===== config.mk =====
export PLATFORM = sky130hd
export DESIGN_NAME = otp_lci_top
export DESIGN_NICKNAME = d
export VERILOG_FILES = /design/src/otp_lci_pkg.sv /design/src/otp_lci_word_cnt.sv /design/src/otp_lci_fsm.sv /design/src/otp_fuse_array.sv /design/src/otp_lci_top.sv
export SDC_FILE = /design/constraint.sdc
export NUM_CORES = 1
export LEC_CHECK = 0
export BUFFER_PORTS_ARGS = -buffer_cell sky130_fd_sc_hd__buf_2
export CAP_MARGIN = 10
export CORE_MARGIN = 2
export CORE_UTILIZATION = 55
export CTS_CLUSTER_SIZE = 10
export DETAILED_ROUTE_END_ITERATION = 16
export GPL_ROUTABILITY_DRIVEN = 1
export PLACE_DENSITY_LB_ADDON = 0.25
export RECOVER_POWER = 50
export SETUP_SLACK_MARGIN = 0.2
export SYNTH_ARGS = -nofsm -noshare
export SYNTH_HDL_FRONTEND = slang
export SYNTH_SLANG_ARGS = --single-unit

===== constraint.sdc =====
create_clock -name clk_i -period 3.87 [get_ports clk_i]
set_input_delay 0.5805 -clock clk_i [delete_from_list [all_inputs] [get_ports clk_i]]
set_output_delay 0.5805 -clock clk_i [all_outputs]
set_load 0.005 [all_outputs]

===== src/otp_lci_pkg.sv =====
package otp_lci_pkg;

  ////////////////////////////////////////
  // Native OTP geometry
  ////////////////////////////////////////

  // One native fuse word
  parameter int OtpWidth = 16;
  // Word address into the macro
  parameter int OtpAddrWidth = 10;

  // Error codes shared by the macro and the partition
  typedef enum logic [2:0] {
    NoError              = 3'h0,
    // Write tried to clear a fuse that is already blown
    MacroWriteBlankError = 3'h4,
    // Escalation, glitched FSM or counter mismatch
    FsmStateError        = 3'h7
  } otp_err_e;

  // Macro command
  typedef enum logic {
    Read  = 1'b0,
    Write = 1'b1
  } otp_cmd_e;

  // Multi-bit escalation signal
  typedef enum logic [3:0] {
    On  = 4'b0101,
    Off = 4'b1010
  } lc_tx_t;

  ////////////////////////////////////////
  // Macro request and response
  ////////////////////////////////////////

  typedef struct packed {
    logic                    req;
    otp_cmd_e                cmd;
    logic [OtpAddrWidth-1:0] addr;
    logic [OtpWidth-1:0]     wdata;
  } otp_req_t;

  typedef struct packed {
    logic     gnt;
    logic     rvalid;
    otp_err_e err;
  } otp_rsp_t;

  // Anything but Off is treated as asserted
  function automatic logic lc_tx_test_true_loose(lc_tx_t val);
    return val != Off;
  endfunction

  // Bits needed to hold values 0 .. n-1, never less than one
  function automatic int vbits(int n);
    return (n <= 1) ? 1 : $clog2(n);
  endfunction

endpackage


===== src/otp_lci_word_cnt.sv =====
`timescale 1ns/1ps

module otp_lci_word_cnt #(
  parameter int NumWords = 4
) (
  input  logic                                     clk_i,
  input  logic                                     rst_ni,
  input  logic                                     clr_i,
  input  logic                                     incr_i,
  output logic [otp_lci_pkg::vbits(NumWords)-1:0]  cnt_o,
  output logic                                     err_o
);
  import otp_lci_pkg::*;

  localparam int CntWidth = vbits(NumWords);

  // Primary copy counts up from zero
  logic [CntWidth-1:0] up_q;
  // Shadow copy counts down from all ones
  logic [CntWidth-1:0] dn_q;

  always_ff @(posedge clk_i or negedge rst_ni) begin : p_cnt
    if (!rst_ni) begin
      up_q <= '0;
      dn_q <= '1;
    end else if (clr_i) begin
      up_q <= '0;
      dn_q <= '1;
    end else if (incr_i) begin
      up_q <= up_q + 1'b1;
      dn_q <= dn_q - 1'b1;
    end
  end

  assign cnt_o = up_q;

  // Shadow must always be the complement of the primary copy
  // A single flipped flop shows up here
  assign err_o = (up_q != ~dn_q);

endmodule


===== src/otp_lci_fsm.sv =====
`timescale 1ns/1ps

module otp_lci_fsm #(
  parameter int NumWords   = 4,
  parameter int PartOffset = 8
) (
  input  logic                                      clk_i,
  input  logic                                      rst_ni,
  input  logic                                      lci_en_i,
  input  otp_lci_pkg::lc_tx_t                       escalate_en_i,
  // Transition request from the life cycle controller
  input  logic                                      lc_req_i,
  input  logic [NumWords*otp_lci_pkg::OtpWidth-1:0] lc_data_i,
  output logic                                      lc_ack_o,
  output logic                                      lc_err_o,
  // Sticky partition error code
  output otp_lci_pkg::otp_err_e                     error_o,
  output logic                                      fsm_err_o,
  output logic                                      lci_prog_idle_o,
  // Macro side
  output otp_lci_pkg::otp_req_t                     otp_req_o,
  input  otp_lci_pkg::otp_rsp_t                     otp_rsp_i
);
  import otp_lci_pkg::*;

  localparam int CntWidth = vbits(NumWords);
  localparam logic [CntWidth-1:0] LastWord = CntWidth'(NumWords - 1);

  ////////////////////////////////////////
  // FSM
  ////////////////////////////////////////

  // Sparse encoding, minimum Hamming distance 5
  typedef enum logic [8:0] {
    ResetSt     = 9'b000101011,
    IdleSt      = 9'b110011110,
    WriteSt     = 9'b101010001,
    WriteWaitSt = 9'b010000000,
    ErrorSt     = 9'b011111101
  } state_e;

  state_e              state_d, state_q;
  otp_err_e            error_d, error_q;
  logic                cnt_clr, cnt_incr, cnt_err;
  logic [CntWidth-1:0] cnt;
  logic                req;
  otp_cmd_e            cmd;

  assign error_o = error_q;

  always_comb begin : p_fsm
    state_d         = state_q;
    error_d         = error_q;
    cnt_clr         = 1'b0;
    cnt_incr        = 1'b0;
    req             = 1'b0;
    cmd             = Read;
    lc_ack_o        = 1'b0;
    lc_err_o        = 1'b0;
    fsm_err_o       = 1'b0;
    lci_prog_idle_o = 1'b0;

    unique case (state_q)
      // Hold until the partition is enabled
      ResetSt: begin
        if (lci_en_i) begin
          state_d = IdleSt;
        end
      end
      // Ready for a transition
      IdleSt: begin
        lci_prog_idle_o = 1'b1;
        if (lc_req_i) begin
          state_d = WriteSt;
          cnt_clr = 1'b1;
        end
      end
      // Present the current word until the macro takes it
      WriteSt: begin
        req = 1'b1;
        cmd = Write;
        if (otp_rsp_i.gnt) begin
          state_d = WriteWaitSt;
        end
      end
      // Collect the response of the word in flight
      WriteWaitSt: begin
        if (otp_rsp_i.rvalid) begin
          // Keep the latest macro error but carry on with the rest
          if (otp_rsp_i.err != NoError) begin
            error_d = otp_rsp_i.err;
          end
          if (cnt == LastWord) begin
            lc_ack_o = 1'b1;
            state_d  = IdleSt;
            // Any failed word ends in the error state
            if (error_d != NoError) begin
              lc_err_o = 1'b1;
              state_d  = ErrorSt;
            end
          end else begin
            cnt_incr = 1'b1;
            state_d  = WriteSt;
          end
        end
      end
      // Terminal, only reset leaves it
      ErrorSt: begin
        if (error_q == NoError) begin
          error_d = FsmStateError;
        end
      end
      // Glitched encoding
      default: begin
        state_d   = ErrorSt;
        fsm_err_o = 1'b1;
      end
    endcase

    // Escalation and counter faults override everything
    if (lc_tx_test_true_loose(escalate_en_i) || cnt_err) begin
      state_d   = ErrorSt;
      fsm_err_o = 1'b1;
      if (error_q == NoError) begin
        error_d = FsmStateError;
      end
    end
  end

  ////////////////////////////////////////
  // Word counter and macro request
  ////////////////////////////////////////

  otp_lci_word_cnt #(
    .NumWords(NumWords)
  ) u_word_cnt (
    .clk_i,
    .rst_ni,
    .clr_i (cnt_clr),
    .incr_i(cnt_incr),
    .cnt_o (cnt),
    .err_o (cnt_err)
  );

  logic [NumWords-1:0][OtpWidth-1:0] data;
  assign data = lc_data_i;

  // Word address is partition base plus word index
  // Write data is zero whenever no request is out
  assign otp_req_o = '{
    req:   req,
    cmd:   cmd,
    addr:  OtpAddrWidth'(PartOffset) + OtpAddrWidth'(cnt),
    wdata: req ? data[cnt] : '0
  };

  always_ff @(posedge clk_i or negedge rst_ni) begin : p_regs
    if (!rst_ni) begin
      state_q <= ResetSt;
      error_q <= NoError;
    end else begin
      state_q <= state_d;
      error_q <= error_d;
    end
  end

endmodule


===== src/otp_fuse_array.sv =====
`timescale 1ns/1ps

module otp_fuse_array #(
  parameter int ArrayWords   = 32,
  parameter int NumWords     = 4,
  parameter int PartOffset   = 8,
  parameter int WriteLatency = 3
) (
  input  logic                                      clk_i,
  input  logic                                      rst_ni,
  input  otp_lci_pkg::otp_req_t                     otp_req_i,
  output otp_lci_pkg::otp_rsp_t                     otp_rsp_o,
  // Live view of the life cycle partition
  output logic [NumWords*otp_lci_pkg::OtpWidth-1:0] part_data_o
);
  import otp_lci_pkg::*;

  localparam int LatWidth = vbits(WriteLatency);
  localparam int IdxWidth = vbits(ArrayWords);

  ////////////////////////////////////////
  // Fuse storage
  ////////////////////////////////////////

  // All fuses blank after reset
  logic [ArrayWords-1:0][OtpWidth-1:0] fuse_q;

  logic                gnt;
  logic                in_range;
  logic [IdxWidth-1:0] idx;
  logic [OtpWidth-1:0] old_word;
  logic                blank_err;

  // One write in flight at most
  logic                busy_q;
  logic [LatWidth-1:0] lat_q;
  otp_err_e            err_q;
  logic                rvalid;

  assign gnt      = otp_req_i.req && !busy_q;
  assign in_range = int'(otp_req_i.addr) < ArrayWords;
  assign idx      = otp_req_i.addr[IdxWidth-1:0];
  assign old_word = in_range ? fuse_q[idx] : '0;

  // A blown fuse that the new word leaves at zero cannot be cleared
  assign blank_err = |(old_word & ~otp_req_i.wdata);

  always_ff @(posedge clk_i or negedge rst_ni) begin : p_macro
    if (!rst_ni) begin
      fuse_q <= '0;
      busy_q <= 1'b0;
      lat_q  <= '0;
      err_q  <= NoError;
    end else if (gnt) begin
      busy_q <= 1'b1;
      // Counts down to the rvalid cycle
      lat_q  <= LatWidth'(WriteLatency - 1);
      err_q  <= NoError;
      if (otp_req_i.cmd == Write && in_range) begin
        if (blank_err) begin
          err_q <= MacroWriteBlankError;
        end else begin
          fuse_q[idx] <= old_word | otp_req_i.wdata;
        end
      end
    end else if (busy_q) begin
      if (lat_q == '0) begin
        busy_q <= 1'b0;
      end else begin
        lat_q <= lat_q - 1'b1;
      end
    end
  end

  ////////////////////////////////////////
  // Response and readout
  ////////////////////////////////////////

  // Fires WriteLatency cycles after the grant cycle
  assign rvalid = busy_q && (lat_q == '0);

  assign otp_rsp_o = '{
    gnt:    gnt,
    rvalid: rvalid,
    err:    rvalid ? err_q : NoError
  };

  for (genvar i = 0; i < NumWords; i++) begin : g_part
    assign part_data_o[i*OtpWidth +: OtpWidth] = fuse_q[PartOffset + i];
  end

endmodule


===== src/otp_lci_top.sv =====
`timescale 1ns/1ps

module otp_lci_top #(
  parameter int NumWords     = 4,
  parameter int PartOffset   = 8,
  parameter int WriteLatency = 3,
  parameter int ArrayWords   = 32
) (
  input  logic                                      clk_i,
  input  logic                                      rst_ni,
  input  logic                                      lci_en_i,
  input  otp_lci_pkg::lc_tx_t                       escalate_en_i,
  input  logic                                      lc_req_i,
  input  logic [NumWords*otp_lci_pkg::OtpWidth-1:0] lc_data_i,
  output logic                                      lc_ack_o,
  output logic                                      lc_err_o,
  output otp_lci_pkg::otp_err_e                     error_o,
  output logic                                      fsm_err_o,
  output logic                                      lci_prog_idle_o,
  output logic [NumWords*otp_lci_pkg::OtpWidth-1:0] part_data_o
);
  import otp_lci_pkg::*;

  // Link between the programming FSM and the macro model
  otp_req_t otp_req;
  otp_rsp_t otp_rsp;

  otp_lci_fsm #(
    .NumWords  (NumWords),
    .PartOffset(PartOffset)
  ) u_lci (
    .clk_i,
    .rst_ni,
    .lci_en_i,
    .escalate_en_i,
    .lc_req_i,
    .lc_data_i,
    .lc_ack_o,
    .lc_err_o,
    .error_o,
    .fsm_err_o,
    .lci_prog_idle_o,
    .otp_req_o(otp_req),
    .otp_rsp_i(otp_rsp)
  );

  otp_fuse_array #(
    .ArrayWords  (ArrayWords),
    .NumWords    (NumWords),
    .PartOffset  (PartOffset),
    .WriteLatency(WriteLatency)
  ) u_fuse (
    .clk_i,
    .rst_ni,
    .otp_req_i(otp_req),
    .otp_rsp_o(otp_rsp),
    .part_data_o
  );

endmodule


==> impl_metrics.env <==
export IMPL_fp_dieW_microns=97.7
export IMPL_grt_pass1_vias=3670
export IMPL_status="finished, violations left"
export IMPL_yosysWarnings=0
export IMPL_ys_types=52
export IMPL_ctsResizeCount=0
export IMPL_crit_path_start_kind="register"
export IMPL_worstPathCellList="buf_12, mux4_2, clkinv_1, o22ai_1, nor4_4, and3_1, buf_4, mux2_2"
export IMPL_antenna_found_initial=0
export IMPL_drc=0
export IMPL_ant_nets=0
export IMPL_diodes=0
export IMPL_stdcell_count=619
export IMPL_nets=583
export IMPL_ir_worst_vdd_uv=194
export IMPL_highest_layer="met4"
export IMPL_timing_hold_violations_final=0
export IMPL_switching_share_pct=22.4
export IMPL_dieArea_sq_um=9550
export IMPL_crit_arrival_ps=3440
export IMPL_viasPerCell=5.75
export IMPL_clkPwrFrac_pct=40.6
export IMPL_dr_first_iter_drc_count=196
export IMPL_endpoint_kind="register"
export IMPL_ioPinCount=143
export IMPL_violations="capacitance limit, slew limit"
export IMPL_ys_seq_elements=84
export IMPL_post_route_min_period_ps=3200
export IMPL_syn_inst=364
export IMPL_rsz0062_at_grt="no"
export IMPL_wl_met3_microns=655
export IMPL_fmax_mhz=312
export IMPL_synth_top_cell_area_share_pct=40.4
export IMPL_cts_sinks=84
export IMPL_port_buffers=142
export IMPL_cp_slowest_cell="mux4_2"
export IMPL_p_per_area_nw_per_um2=276
export IMPL_clk_path_buf_depth=2
export IMPL_min_period_over_period_pct=82.7
export IMPL_cts_tree="built"
export IMPL_critical_path_max_stage_delay_ps=540
export IMPL_report_final_slew_viol_count=85
export IMPL_final_layout_size_suffix_gt1_share_pct=48.9
export IMPL_root_buffer="clkbuf_8"
export IMPL_syn_area_sq_um=4830
export IMPL_wl_met2_microns=5550
export IMPL_comb_power_share_pct=4.4
export IMPL_grt_util_all_layers_pct=24.3
export IMPL_holdBufCountCts=0
export IMPL_die_h_microns=97.7
export IMPL_wl_met1_microns=5060
export IMPL_relSlewSlack_pct=-37.8
export IMPL_gp_congestion=0.887
export IMPL_synth_top_cell_by_area="dfrtp_1"
export IMPL_required_ps=4110
export IMPL_synth_edf_count=0
export IMPL_rows=34
export IMPL_vias=3561
export IMPL_numCtsBuffers=9
export IMPL_worst_pin_slew_ps=2070
export IMPL_tns_ps=0
export IMPL_async_flop_share_pct=100
export IMPL_avgSynthCellArea_sq_um=13.3
export IMPL_power_leakage_nw=3.10
export IMPL_dp_hpwl_microns=8230
export IMPL_drv_cap=1
export IMPL_clk_pin_slew_worst_paths_ps=80
export IMPL_wirelength_microns=11300
export IMPL_grt_pass1_wl_microns=18600
export IMPL_syn2layout_area_growth_pct=19.5
export IMPL_grt_overflow=0
export IMPL_skew_ps=14.2
export IMPL_synth_seq_area_share_pct=43.7
export IMPL_fp_coreArea_sq_um=8640
export IMPL_p_switching_uw=358
export IMPL_synth_main_ff_cell="dfrtp_1"
export IMPL_crit_fanout=30
export IMPL_post_cts_setup_buffer_count=0
export IMPL_synth_net_count=441
export IMPL_start_util_pct=55.9
export IMPL_setup_viol=0
export IMPL_htree_levels=3
export IMPL_intPower_mw=1.24
export IMPL_place_inst=603
export IMPL_critPathKind="reg -> reg"
export IMPL_grt_max_degree=85
export IMPL_fill_cells=678
export IMPL_hold_path_class="reg -> reg"
export IMPL_clk_latency_ps=360
export IMPL_seqPwrFrac_pct=55.0
export IMPL_synth_area_leaders="dfrtp_1, mux4_2, mux2_2"
export IMPL_drtPass1Iterations=4
export IMPL_wire_per_inst_microns=18.3
## final cells by class
class                   count  area (sq um)  area share, %
clock buffers              10           138           2.38
repair buffers            148           762           13.2
inverters                  20          75.1           1.30
flip-flops and latches     84          2110           36.6
multi-input cells         243          2480           43.0
well taps                 108           135           2.34
clock inverters             6          71.3           1.24
## cells in the final DEF, fill, tap and decap left out, types with 3 or more instances in the layout
| master | n |
|---|---|
| mux4_1 | 7 |
| nand2_1 | 23 |
| xor2_1 | 3 |
| a21oi_1 | 8 |
| mux2_4 | 20 |
| dfstp_2 | 6 |
| nor4_1 | 5 |
| clkbuf_1 | 15 |
| nand4_1 | 4 |
| o21ai_0 | 8 |
| buf_4 | 4 |
| buf_2 | 126 |
| clkinv_1 | 3 |
| nor2_1 | 13 |
| nand2b_1 | 11 |
| clkbuf_8 | 10 |
| nor3_1 | 6 |
| ha_1 | 5 |
| inv_1 | 17 |
| a21o_1 | 11 |
| and3_1 | 8 |
| nand4b_1 | 3 |
| mux4_2 | 25 |
| mux2_1 | 3 |
| mux2_2 | 41 |
| nand3_1 | 10 |
| dfrtp_1 | 77 |
## worst max-delay path: cells and delay by family (launching register included)
| kind | cells | cell delay [ps] |
|---|---|---|
| AO/OA/AOI/OAI | 1 | 160 |
| flip-flops | 1 | 510 |
| buffers and inverters | 3 | 670 |
| multiplexers | 2 | 900 |
| AND/OR/NAND/NOR | 2 | 830 |
## cell families after synthesis
group / after synthesis / share of synthesized area (%)
multiplexers: 98 / 32.3
AND/OR/NAND/NOR: 98 / 11.8
flip-flops: 84 / 43.7
AO/OA/AOI/OAI: 38 / 5.21
buffers and inverters: 37 / 4.97
adder cells (fa/ha/maj): 5 / 1.30
XOR/XNOR: 4 / 0.725
## per-stage QoR
stage / setup WS (ps) / util (%) / total power [mW] / hold slack, ps / instance area, sq um
6_report: 669 / 66.9 / 1.60 / 476 / 5770
5_1_grt: 492 / 66.9 / 1.65 / 505 / 5770
4_1_cts: 675 / 67.1 / 1.61 / 449 / 5790
3_5_place_dp: 677 / 64.7 / 0.967 / 470 / 5590
3_3_place_gp: 796 / 64.7 / 0.966 / 460 / 5590
2_1_floorplan: 1210 / - / 0.913 / 285 / 4830
## power groups by stage
stage,registers [mW],clock network [mW],logic [mW]
final,0.877,0.647,0.0709
after CTS,0.877,0.658,0.0729
after detailed placement,0.894,0,0.0727
after floorplan,0.895,0,0.0188
after global placement,0.894,0,0.0712
after global routing,0.877,0.697,0.0792
## synthesized netlist by cell type (all sizes together) (3+ instances only)
master / instances
nand2: 23
o22ai: 3
nand4: 4
clkinv: 3
nand4b: 3
buf: 14
a21oi: 8
o21ai: 8
ha: 5
inv: 17
mux2: 64
nor2: 14
and3: 8
nand3: 12
clkbuf: 3
nor3: 6
mux4: 32
xor2: 3
a21o: 11
dfrtp: 78
dfstp: 6
nor4: 6
nand2b: 11
## state kept, by name, indices dropped and copies added, names as in the netlist
signal / count
u_fuse.err_q: 1
u_lci.u_word_cnt.cnt_o: 2
u_lci.state_q: 9
u_lci.u_word_cnt.dn_q: 2
u_lci.error_o: 3
u_fuse.lat_q: 2
u_fuse.part_data_o: 64
u_fuse.busy_q: 1
## per-layer routing
metal / GRT usage (%) / vias up
li1: - / 1652
met1: 34.4 / 1776
met2: 38.6 / 125
met3: 5.40 / 8
met4: 6.84 / 0
met5: 0 / -
## path summary, 6_finish.rpt
kind                                                  startpoint                                     to  slack, ps  depth (start not counted)
max                        u_lci.u_word_cnt.cnt_o[0]$_DFFE_PN0P_     u_fuse.part_data_o[32]$_DFFE_PN0P_        670                          8
min                                  u_fuse.lat_q[0]$_DFFE_PN0P_            u_fuse.lat_q[0]$_DFFE_PN0P_        480                          1
max reg2reg                u_lci.u_word_cnt.cnt_o[0]$_DFFE_PN0P_     u_fuse.part_data_o[32]$_DFFE_PN0P_        670                          8
min reg2reg                          u_fuse.lat_q[0]$_DFFE_PN0P_            u_fuse.lat_q[0]$_DFFE_PN0P_        480                          1
max in group asynchronous                                 rst_ni  u_lci.u_word_cnt.cnt_o[0]$_DFFE_PN0P_       1710                          1
min in group asynchronous                                 rst_ni             u_lci.error_o[2]$_DFF_PN0_        810                          1
Power figures use the tool's default switching activity.
